[src/hdl/array_pkg.sv]
package array_pkg;

  // ##############################
  // array size and pwm timing
  // ##############################

  localparam int num_trans = 4;
  localparam int period = 512;  // cycles in one pwm period
  localparam int cnt_w = 9;
  localparam int idx_w = 2;
  localparam int cmd_data_w = 16;

  // last value of the time count before it wraps to 0
  localparam logic [cnt_w-1:0] last_cnt = cnt_w'(period - 1);

  // ##############################
  // data types
  // ##############################

  typedef logic [idx_w-1:0] idx_t;
  typedef logic [7:0] intensity_t;
  typedef logic [7:0] phase_t;  // one step is two cycles of the period
  typedef logic [cnt_w-1:0] pulse_width_t;

  localparam idx_t last_idx = idx_t'(num_trans - 1);

  // full gain and an unlimited silencer step until the host says otherwise
  localparam intensity_t gain_reset = 8'hff;
  localparam intensity_t step_reset = 8'hff;

  // ##############################
  // host commands and pipeline states
  // ##############################

  typedef enum logic [1:0] {
    op_nop       = 2'd0,
    op_set_drive = 2'd1,  // data high byte is intensity, low byte is phase
    op_set_gain  = 2'd2,
    op_set_step  = 2'd3
  } opcode_t;

  typedef enum logic {
    st_idle = 1'b0,
    st_run  = 1'b1
  } pipe_state_t;

endpackage

[src/hdl/drive_settings_if.sv]
`timescale 1ns/1ps

// decoded host settings plus the write port of the drive table
interface drive_settings_if;

  array_pkg::intensity_t mod_gain;
  array_pkg::intensity_t silencer_step;

  logic table_we;  // single cycle strobe
  array_pkg::idx_t table_idx;
  array_pkg::intensity_t table_intensity;
  array_pkg::phase_t table_phase;

  modport decoder(
    output mod_gain, silencer_step,
    output table_we, table_idx, table_intensity, table_phase
  );

  modport pipeline(
    input mod_gain, silencer_step,
    input table_we, table_idx, table_intensity, table_phase
  );

endinterface

[src/hdl/drive_bus_if.sv]
`timescale 1ns/1ps

// one item per transducer per pass, no back-pressure
interface drive_bus_if;

  logic valid;
  array_pkg::idx_t idx;
  array_pkg::pulse_width_t pulse_width;
  array_pkg::phase_t phase;

  modport source(
    output valid, idx, pulse_width, phase
  );

  modport sink(
    input valid, idx, pulse_width, phase
  );

endinterface

[src/hdl/cmd_decoder.sv]
`timescale 1ns/1ps

module cmd_decoder (
  input logic CLK,
  input logic reset,
  input logic cmd_valid,
  input array_pkg::opcode_t cmd_op,
  input array_pkg::idx_t cmd_addr,
  input logic [array_pkg::cmd_data_w-1:0] cmd_data,
  drive_settings_if.decoder settings
);

  array_pkg::intensity_t data_hi;
  logic [7:0] data_lo;
  logic is_drive;

  assign data_hi = cmd_data[15:8];
  assign data_lo = cmd_data[7:0];
  assign is_drive = cmd_valid && (cmd_op == array_pkg::op_set_drive);

  // ##############################
  // global registers and write strobe
  // ##############################

  always_ff @(posedge CLK) begin
    if (reset) begin
      settings.mod_gain <= array_pkg::gain_reset;
      settings.silencer_step <= array_pkg::step_reset;
      settings.table_we <= 1'b0;
    end else begin
      settings.table_we <= 1'b0;  // strobe lasts a single cycle
      if (cmd_valid) begin
        case (cmd_op)
          array_pkg::op_set_drive: begin
            settings.table_we <= 1'b1;
          end
          array_pkg::op_set_gain: begin
            settings.mod_gain <= data_lo;
          end
          array_pkg::op_set_step: begin
            settings.silencer_step <= data_lo;
          end
          default: begin
            // nop leaves everything as it is
          end
        endcase
      end
    end
  end

  // ##############################
  // table write payload
  // ##############################

  // only meaningful while table_we is high
  always_ff @(posedge CLK) begin
    if (is_drive) begin
      settings.table_idx <= cmd_addr;
      settings.table_intensity <= data_hi;
      settings.table_phase <= data_lo;
    end
  end

endmodule

[src/hdl/time_cnt_generator.sv]
`timescale 1ns/1ps

module time_cnt_generator (
  input logic CLK,
  input logic reset,
  output logic [array_pkg::cnt_w-1:0] time_cnt,
  output logic update
);

  logic at_wrap;

  assign at_wrap = (time_cnt == array_pkg::last_cnt);

  always_ff @(posedge CLK) begin
    if (reset) begin
      time_cnt <= '0;
    end else if (at_wrap) begin
      time_cnt <= '0;
    end else begin
      time_cnt <= time_cnt + 1'b1;
    end
  end

  // registered next to the counter so both line up on count 0
  always_ff @(posedge CLK) begin
    if (reset) begin
      update <= 1'b0;
    end else begin
      update <= at_wrap;
    end
  end

endmodule

[src/hdl/drive_pipeline.sv]
`timescale 1ns/1ps

module drive_pipeline (
  input logic CLK,
  input logic reset,
  input logic update,
  drive_settings_if.pipeline settings,
  drive_bus_if.source drive
);

  array_pkg::intensity_t table_intensity [array_pkg::num_trans];
  array_pkg::phase_t table_phase [array_pkg::num_trans];
  array_pkg::intensity_t sil_state [array_pkg::num_trans];

  array_pkg::pipe_state_t state;
  array_pkg::idx_t seq_idx;
  logic issue;
  array_pkg::idx_t issue_idx;

  logic s1_valid;
  array_pkg::idx_t s1_idx;
  array_pkg::intensity_t s1_intensity;
  array_pkg::phase_t s1_phase;

  logic [15:0] product;
  logic [15:0] scaled_sum;

  logic s2_valid;
  array_pkg::idx_t s2_idx;
  array_pkg::intensity_t s2_target;
  array_pkg::phase_t s2_phase;

  array_pkg::intensity_t cur;
  array_pkg::intensity_t diff;
  array_pkg::intensity_t next;

  // ##############################
  // drive table
  // ##############################

  always_ff @(posedge CLK) begin
    if (reset) begin
      for (int i = 0; i < array_pkg::num_trans; i++) begin
        table_intensity[i] <= '0;
        table_phase[i] <= '0;
      end
    end else if (settings.table_we) begin
      table_intensity[settings.table_idx] <= settings.table_intensity;
      table_phase[settings.table_idx] <= settings.table_phase;
    end
  end

  // ##############################
  // sequencer
  // ##############################

  // item 0 is read in the update cycle itself, the rest follow back to back
  assign issue = update || (state == array_pkg::st_run);
  assign issue_idx = (state == array_pkg::st_run) ? seq_idx : '0;

  always_ff @(posedge CLK) begin
    if (reset) begin
      state <= array_pkg::st_idle;
      seq_idx <= '0;
    end else begin
      case (state)
        array_pkg::st_idle: begin
          if (update) begin
            state <= array_pkg::st_run;
            seq_idx <= 2'd1;
          end
        end
        array_pkg::st_run: begin
          if (seq_idx == array_pkg::last_idx) state <= array_pkg::st_idle;
          seq_idx <= seq_idx + 1'b1;  // wraps back to 0 at the end of a pass
        end
        default: state <= array_pkg::st_idle;
      endcase
    end
  end

  // ##############################
  // stage 1: table read
  // ##############################

  always_ff @(posedge CLK) begin
    if (reset) s1_valid <= 1'b0;
    else s1_valid <= issue;
  end

  always_ff @(posedge CLK) begin
    s1_idx <= issue_idx;
    s1_intensity <= table_intensity[issue_idx];
    s1_phase <= table_phase[issue_idx];
  end

  // ##############################
  // stage 2: gain scaling
  // ##############################

  // floor(x / 255) as (x + x/256 + 1) / 256, the sum tops out at 65280
  assign product = s1_intensity * settings.mod_gain;
  assign scaled_sum = product + product[15:8] + 16'd1;

  always_ff @(posedge CLK) begin
    if (reset) s2_valid <= 1'b0;
    else s2_valid <= s1_valid;
  end

  always_ff @(posedge CLK) begin
    s2_idx <= s1_idx;
    s2_target <= scaled_sum[15:8];
    s2_phase <= s1_phase;
  end

  // ##############################
  // stage 3: silencer and pulse width
  // ##############################

  always_comb begin
    cur = sil_state[s2_idx];
    if (s2_target > cur) begin
      diff = s2_target - cur;
      next = (diff > settings.silencer_step) ? cur + settings.silencer_step : s2_target;
    end else begin
      diff = cur - s2_target;
      next = (diff > settings.silencer_step) ? cur - settings.silencer_step : s2_target;
    end
  end

  always_ff @(posedge CLK) begin
    if (reset) begin
      for (int i = 0; i < array_pkg::num_trans; i++) sil_state[i] <= '0;
    end else if (s2_valid) begin
      sil_state[s2_idx] <= next;
    end
  end

  always_ff @(posedge CLK) begin
    if (reset) drive.valid <= 1'b0;
    else drive.valid <= s2_valid;
  end

  // width is the slewed value itself, so never more than half the period
  always_ff @(posedge CLK) begin
    drive.idx <= s2_idx;
    drive.pulse_width <= array_pkg::pulse_width_t'(next);
    drive.phase <= s2_phase;
  end

endmodule

[src/hdl/pwm_generator.sv]
`timescale 1ns/1ps

module pwm_generator (
  input logic CLK,
  input logic reset,
  input logic [array_pkg::cnt_w-1:0] time_cnt,
  input logic update,
  drive_bus_if.sink drive,
  output logic [array_pkg::num_trans-1:0] pwm_out
);

  array_pkg::pulse_width_t shadow_pw [array_pkg::num_trans];
  array_pkg::phase_t shadow_ph [array_pkg::num_trans];
  array_pkg::pulse_width_t active_pw [array_pkg::num_trans];
  array_pkg::phase_t active_ph [array_pkg::num_trans];

  array_pkg::pulse_width_t sel_pw [array_pkg::num_trans];
  array_pkg::phase_t sel_ph [array_pkg::num_trans];
  logic [array_pkg::cnt_w-1:0] offset [array_pkg::num_trans];
  logic [array_pkg::num_trans-1:0] line;

  // ##############################
  // shadow and active buffers
  // ##############################

  always_ff @(posedge CLK) begin
    if (reset) begin
      for (int i = 0; i < array_pkg::num_trans; i++) begin
        shadow_pw[i] <= '0;
        shadow_ph[i] <= '0;
        active_pw[i] <= '0;
        active_ph[i] <= '0;
      end
    end else begin
      if (drive.valid) begin
        shadow_pw[drive.idx] <= drive.pulse_width;
        shadow_ph[drive.idx] <= drive.phase;
      end
      if (update) begin
        active_pw <= shadow_pw;  // swap at the period boundary
        active_ph <= shadow_ph;
      end
    end
  end

  // ##############################
  // pwm lines
  // ##############################

  // in the update cycle the shadow values already belong to the new period
  always_comb begin
    for (int i = 0; i < array_pkg::num_trans; i++) begin
      sel_pw[i] = update ? shadow_pw[i] : active_pw[i];
      sel_ph[i] = update ? shadow_ph[i] : active_ph[i];
      offset[i] = time_cnt - {sel_ph[i], 1'b0};  // modulo the period
      line[i] = offset[i] < sel_pw[i];
    end
  end

  always_ff @(posedge CLK) begin
    if (reset) pwm_out <= '0;
    else pwm_out <= line;
  end

endmodule

[src/hdl/array_driver.sv]
`timescale 1ns/1ps

module array_driver (
  input logic CLK,
  input logic reset,
  input logic cmd_valid,
  input array_pkg::opcode_t cmd_op,
  input array_pkg::idx_t cmd_addr,
  input logic [array_pkg::cmd_data_w-1:0] cmd_data,
  output logic [array_pkg::num_trans-1:0] pwm_out,
  output logic period_start
);

  drive_settings_if settings_if ();
  drive_bus_if drive_if ();

  logic [array_pkg::cnt_w-1:0] time_cnt;

  cmd_decoder cmd_decoder (
    .CLK(CLK),
    .reset(reset),
    .cmd_valid(cmd_valid),
    .cmd_op(cmd_op),
    .cmd_addr(cmd_addr),
    .cmd_data(cmd_data),
    .settings(settings_if.decoder)
  );

  // the period update pulse is brought straight out as period_start
  time_cnt_generator time_cnt_generator (
    .CLK(CLK),
    .reset(reset),
    .time_cnt(time_cnt),
    .update(period_start)
  );

  drive_pipeline drive_pipeline (
    .CLK(CLK),
    .reset(reset),
    .update(period_start),
    .settings(settings_if.pipeline),
    .drive(drive_if.source)
  );

  pwm_generator pwm_generator (
    .CLK(CLK),
    .reset(reset),
    .time_cnt(time_cnt),
    .update(period_start),
    .drive(drive_if.sink),
    .pwm_out(pwm_out)
  );

endmodule

[config.mk]
export PLATFORM = sky130hd
export DESIGN_NAME = array_driver
export DESIGN_NICKNAME = d
export VERILOG_FILES = /design/src/hdl/array_pkg.sv /design/src/hdl/drive_settings_if.sv /design/src/hdl/drive_bus_if.sv /design/src/hdl/cmd_decoder.sv /design/src/hdl/time_cnt_generator.sv /design/src/hdl/drive_pipeline.sv /design/src/hdl/pwm_generator.sv /design/src/hdl/array_driver.sv
export SDC_FILE = /design/constraint.sdc
export NUM_CORES = 1
export LEC_CHECK = 0
export BUFFER_PORTS_ARGS = -buffer_cell sky130_fd_sc_hd__buf_2
export CORE_MARGIN = 3
export CORE_UTILIZATION = 55
export DETAILED_ROUTE_END_ITERATION = 8
export PLACE_DENSITY = 0.78
export SYNTH_ARGS = -nofsm -noshare
export SYNTH_HDL_FRONTEND = slang
export SYNTH_SLANG_ARGS = --single-unit
[constraint.sdc]
create_clock -name CLK -period 5.62 [get_ports CLK]
set_input_delay 1.124 -clock CLK [delete_from_list [all_inputs] [get_ports CLK]]
set_output_delay 1.124 -clock CLK [all_outputs]
set_load 0.02 [all_outputs]
# After elaboration in Yosys (flattened, before gate mapping)
# Memory sizes are Yosys's and may differ from the RTL's. A register that Yosys moved wholly into a read port is not among the register bits.
# Index checks and enable logic that the tools add are counted.
# totals
register_bits,229
ramBits,96
inputBits,23
output_inout_bits,5
word_cells,122
mem_count,3
# classes
n_addsub,12
mul,1
magnitude_cmp,9
eq_ne,6
muxes,41
n_bitwise,3
n_reduce_logical,10
# mem_list
name,words,word_bits,rd,rd_clocked_by_memory_dff,wr,line_no,text
drive_pipeline.sil_state,4,8,1,1,4,drive_pipeline.sv:13,array_pkg::intensity_t sil_state [array_pkg::num_trans];
drive_pipeline.table_intensity,4,8,1,1,4,drive_pipeline.sv:11,array_pkg::intensity_t table_intensity [array_pkg::num_trans];
drive_pipeline.table_phase,4,8,1,1,4,drive_pipeline.sv:12,array_pkg::phase_t table_phase [array_pkg::num_trans];
# ops
cell,n
2-to-1 mux 8 bit,11
2-to-1 mux 9 bit,5
bitwise mux 36 bit,1
< comparator 9 bit,4
subtractor 9 bit,4
bitwise mux 32 bit,1
greater-than comparator 8 bit,3
OR reduction 8 bit,3
subtractor 8 bit,3
demux 9 bit (select 2 bit),1
adder 16 x 1 -> 16 bit (second input constant),1
adder 16 x 8 -> 16 bit,1
demux 8 bit (select 2 bit),1
multiplier 8 x 8 -> 16 bit,1
2-to-1 mux 1 bit,14
2-to-1 mux 2 bit,5
adder 9 x 1 -> 9 bit (second input constant),1
equality test 9 bit (second input constant),1
adder 8 bit,1
equality test 2 bit (second input constant),3
one-hot mux 2 bit (2 select lines),1
AND reduction 2 bit,2
OR reduction 2 bit,2
greater-or-equal comparator 3 bit (second input constant),1
9 further kinds,11

# Logic depth before layout (Yosys ltp)
# logic_depth
word_depth,6
depth_mapped,23
ltp_nobuf,22

# Cells and area by module
# A second synthesis with hierarchy kept.
# hier_totals
cells_unflattened,1822
hier_area_um2,18388.9
# modules_own_cells
module,instances,cells_each,area_per_inst_um2,seq_area_each_um2
drive_pipeline,1,935,9945.8,4083.9
pwm_generator,1,761,6859.1,2802.7
cmd_decoder,1,84,1187.4,880.8
time_cnt_generator,1,42,396.6,200.2

# Least setup slack after synthesis
# Ideal clock, no wire load.
# synth_timing
kind,register to register
from,reg cmd_decoder.settings.mod_gain[7]
to,reg drive_pipeline.s2_target[5]
setup_ps,129
t_arrival_ps,5238
required_ps,5491
setup_slack_ps,253
path_stages_with_launch,23
n_path_buf,1
synth_period_minus_slack_ps,5367
path_cell_list,dfxtp_1 -> nand2_1 -> fa_1 -> fa_1 -> inv_1 -> fa_1 -> inv_1 -> fa_1 -> inv_1 -> ha_1 -> buf_6 -> a21oi_1 -> o22ai_1 -> o41ai_1 -> xor2_1 -> inv_1 -> ha_1 -> a21oi_1 -> a31oi_1 -> nand3_1 -> o31ai_4 -> nand3_1 -> xnor2_1
# synth_between
elab_chain_cells,3
# synth_rtl
item,line_no,text
"start, declared",drive_settings_if.sv:15,"output mod_gain, silencer_step,"
"start signal, assigned",cmd_decoder.sv:27,settings.mod_gain <= array_pkg::gain_reset;
"start signal, assigned",cmd_decoder.sv:38,settings.mod_gain <= data_lo;
multiplier 8 x 8 -> 16 bit,drive_pipeline.sv:102,assign product = s1_intensity * settings.mod_gain;
adder 16 x 8 -> 16 bit,drive_pipeline.sv:103,assign scaled_sum = product + product[15:8] + 16'd1;
adder 16 x 1 -> 16 bit,drive_pipeline.sv:103,
net drive_pipeline.scaled_sum[13],drive_pipeline.sv:26,logic [15:0] scaled_sum;
"end signal, assigned",drive_pipeline.sv:112,s2_target <= scaled_sum[15:8];
"end, declared",drive_pipeline.sv:30,array_pkg::intensity_t s2_target;
# The timed path passes the listed nets, and every way through them passes these cells.
# A chain may end at the register's enable or synchronous reset.

# Worst setup path after layout
# layout_timing
from,"reg drive_pipeline.s1_intensity[5], read port of drive_pipeline.table_intensity"
to,reg drive_pipeline.s2_target[5]
# layout_between
elab_chain_cells,3
# layout_rtl
item,line_no,text
"start, declared",drive_pipeline.sv:22,array_pkg::intensity_t s1_intensity;
multiplier 8 x 8 -> 16 bit,drive_pipeline.sv:102,
adder 16 x 8 -> 16 bit,drive_pipeline.sv:103,
adder 16 x 1 -> 16 bit,drive_pipeline.sv:103,
net drive_pipeline.scaled_sum[13],drive_pipeline.sv:26,
# The timed path passes the listed nets, and every way through them passes these cells.

==> metrics.md <==
| Metric | Value |
|---|---|
| Syn Area/Cell | `~10 sq um` |
| Post-Route WL | `around 38000 um` |
| Final core utilization | `a little over three fifths` |
| Fraction of layout cells with a size suffix above 1 | `10.03%` |
| CP Launch Type | `register` |
| Largest net degree at the start of global routing | `between 80 and 90` |
| Final instance area | `between 15000 and 20000 sq um` |
| Port bufs | `27` |
| Seq/Total Area, Yosys | `44.58%` |
| Hold Path Class | `register to register` |
| Total negative slack | `0 ps` |
| GR Util All Layers | `between 20 and 25%` |
| Wire length per cell | `approximately 17 um` |
| Required @ worst endpoint | `approximately 6000 ps` |
| DP Area | `18050 sq um` |
| Initial core utilization | `a little under three fifths` |
| Fillers | `between 2000 and 2500` |
| CTS max path bufs | `3` |
| First-pass GRT wire length | `between 60000 and 70000 um` |
| Max VDD drop | `234.1 uV` |
| Top cell type's share of synthesized area | `around a quarter` |
| Post-route minimum period | `approximately 5400 ps` |
| Sink Count | `between 300 and 400` |
| Syn_nets | `slightly below 2000` |
| Post-Place Worst Slack | `-96.98 ps` |
| Max cap viols | `0` |
| IO Pins | `28` |
| Met2 WL | `18520 um` |
| Pwr/cell area | `about 360 nW/um^2` |
| Top cells by area, synth | `dfxtp_1 25%, edfxtp_1 20%, ha_1 10%` |
| Initial antenna violation count | `0` |
| Routed via count | `between 10000 and 15000` |
| Row cnt | `64` |
| Worst setup EP type | `register` |
| Final worst-path cycle share | `between 90 and 100%` |
| Max Transition Viols Final | `0` |
| Asr flop ratio synth | `0%` |
| DRC viols | `0` |
| ANT nets after route | `0` |
| Post-Synthesis Cell Area | `17510 sq um` |
| Top FF cell, synth | `dfxtp_1` |
| Final setup fails | `0` |
| Yosys Warn Count | `0` |
| Clk root buf | `clkbuf_16` |
| Critical path class | `register to register` |
| Vias per cell | `~5.6` |
| Layout area overhead | `10.86%` |
| GRT overflow | `0` |
| Cell variety after synth | `about 70` |
| Number of global-route vias before repair | `~12000` |
| Max Used Layer | `met4` |
| Gpl congestion | `between 0.9 and 1` |
| Number of diodes | `0` |
| Area of the die | `~34000 sq um` |
| Leak pwr | `roughly 7.9 nW` |
| WP data arrival | `around 5700 ps` |
| Register bit total from synthesis | `around 330` |
| Chip width | `~180 um` |
| CTS buffer count | `36` |
| Clock Skews | `between 20 and 30 ps` |
| Iteration-0 DRC Markers | `around 870` |
| DP Wirelength | `roughly 27000 um` |
| H-Tree Depth | `2` |
| Tot Pwr | `~7 mW` |
| Synth area leader | `dfxtp_1` |
| Critical-path maximum fanout | `8` |
| Worst slew pin tran | `927.6 ps` |
| Worst slew margin | `roughly two fifths` |
| DP Cell Count | `2129` |
| DRT Pass-1 Iters | `5` |
| Final worst slack | `~250 ps` |
| Core area | `around 31000 sq um` |
| Later-pin clock latency in the skew report | `around 520 ps` |
| Worst Hold Slack | `~320 ps` |
| EDFF count, synth | `around 110` |
| CTS tree | `yes` |
| Synth Instances | `between 1500 and 2000` |
| DRT met1 WL | `around 16000 um` |
| Fmax | `186.2 MHz` |
| Met3 routed WL | `1874 um` |
| Final std cells w/o fill | `2200` |
| NumNets Final | `a little under 2000` |
| Clock slew at reported path FFs | `around 70 ps` |
| Die Y | `~180 um` |
| Final hold violations | `0` |
| Run status | `completed` |
==> final cells by class <==
cell class	count	area (sq um)	share of cell area (%)
Inverter	112	420.4	2.166
Multi-Input combinational cell	1235	9148	47.12
Clock buffer	45	954.7	4.918
Timing Repair Buffer	59	386.6	1.991
Sequential cell	333	7850	40.44
Clock inverter	20	158.9	0.8185
Tap cell	396	495.5	2.552
==> per-layer routing <==
layer	vias up	GRT usage (%)
met5	-	0
met4	0	7.681
met3	78	3.138
met2	300	38.31
met1	5941	29.20
li1	6033	-
==> report_power, final <==
group | internal [mW] | switching, mW | total (mW)
sequential | 2.60 | 0.132 | 2.73
combinational | 0.885 | 1.15 | 2.03
clock | 1.27 | 0.949 | 2.22
total | 4.75 | 2.23 | 6.98
==> registers in the layout (all words and copies together) (netlist names), 2 cells and up <==
register and cells:
cmd_decoder.settings.table_idx 2, drive_pipeline.drive.pulse_width 8, pwm_generator.shadow_pw 32, cmd_decoder.settings.table_intensity 8, drive_pipeline.sil_state 32, cmd_decoder.settings.mod_gain 8
drive_pipeline.s2_idx 2, drive_pipeline.s2_target 8, pwm_generator.pwm_out 4, drive_pipeline.drive.idx 2, time_cnt_generator.time_cnt 9, drive_pipeline.table_intensity 32
drive_pipeline.table_phase 32, cmd_decoder.settings.silencer_step 8, drive_pipeline.s1_intensity 8, pwm_generator.active_ph 32, pwm_generator.shadow_ph 32, cmd_decoder.settings.table_phase 8
pwm_generator.active_pw 32, drive_pipeline.drive.phase 8, drive_pipeline.seq_idx 2, drive_pipeline.s1_idx 2, drive_pipeline.s1_phase 8, drive_pipeline.s2_phase 8
==> cell families (layout without fill, tap and decap cells) <==
| logic type | Yosys count | after routing | synth area share (%) |
|---|---|---|---|
| AOI/OAI and AO/OA | 298 | 298 | 10.84 |
| xor gates and xnor gates | 73 | 73 | 3.651 |
| adders and majority gates | 190 | 190 | 15.46 |
| buffers and inverters | 183 | 236 | 4.051 |
| DFF | 333 | 333 | 44.58 |
| muxes | 80 | 80 | 5.216 |
| and+or+nand+nor | 594 | 594 | 16.20 |
==> repair_timing <==
action | CTS | global route
endpoints found under the setup margin | 5 | 8
hold buffers | 0 | 0
gates resized for setup | 8 | 48
pin swaps | 0 | 26
setup buffers | 0 | 6
==> cells in the mapped netlist, types with 4 or more instances <==
master	count
nor4_1	4
o21bai_1	13
nand3b_1	12
inv_1	111
o21ai_0	35
dfxtp_1	219
nand2_1	218
ha_1	146
a31oi_1	17
nand4_1	6
clkbuf_1	59
o21a_1	14
mux2_2	6
buf_1	6
and3_1	11
mux4_2	8
edfxtp_1	114
mux2i_1	65
fa_1	44
nor3_1	22
nand2b_1	5
a211o_1	8
nor2b_1	29
or2_2	6
and2_1	120
a21oi_1	123
xor2_1	20
nor2_1	128
a21o_1	29
a211oi_1	24
nand3_1	18
xnor2_1	53
==> worst max-delay path, stage by stage, from the launching register on <==
cell,delay (ps)
dfxtp_4,370
and2_1,180
fa_1,510
fa_1,540
fa_1,550
inv_1,50
fa_1,530
inv_1,60
ha_4,290
a21o_1,210
o21ai_1,100
o2111a_1,250
or4_4,540
buf_4,170
mux2_4,330
o31ai_4,290
nand3_1,130
xnor2_1,140
==> cells in the final DEF (no fill, tap or decap), types with 7 or more instances in the layout <==
| cell | n |
|---|---|
| inv_1 | 108 |
| mux2i_1 | 65 |
| edfxtp_1 | 114 |
| mux4_2 | 8 |
| fa_1 | 43 |
| clkbuf_16 | 36 |
| clkinv_2 | 10 |
| a211oi_1 | 24 |
| nand2_1 | 216 |
| nand3b_1 | 12 |
| o21a_1 | 14 |
| and2_1 | 119 |
| dfxtp_1 | 205 |
| a21oi_1 | 119 |
| nor3_1 | 22 |
| ha_1 | 138 |
| dfxtp_4 | 10 |
| nor2_1 | 128 |
| o21ai_0 | 32 |
| o21bai_1 | 13 |
| xnor2_1 | 51 |
| xor2_1 | 20 |
| a211o_1 | 8 |
| buf_2 | 26 |
| and3_1 | 11 |
| nor2b_1 | 29 |
| buf_4 | 31 |
| clkbuf_1 | 7 |
| nand3_1 | 17 |
| a31oi_1 | 17 |
| a21o_1 | 29 |
==> final timing paths <==
| path | startpoint | to | slack, ps | cells past startpoint |
|---|---|---|---|---|
| worst min-delay path | drive_pipeline.s2_phase[1]$_DFF_P_ | drive_pipeline.drive.phase[1]$_DFF_P_ | 320 | 0 |
| worst max register to register | drive_pipeline.s1_intensity[5]$_DFF_P_ | drive_pipeline.s2_target[5]$_DFF_P_ | 250 | 17 |
| worst min register to register | drive_pipeline.s2_phase[1]$_DFF_P_ | drive_pipeline.drive.phase[1]$_DFF_P_ | 320 | 0 |
| worst max-delay path | drive_pipeline.s1_intensity[5]$_DFF_P_ | drive_pipeline.s2_target[5]$_DFF_P_ | 250 | 17 |
Power figures use the tool's default switching activity.
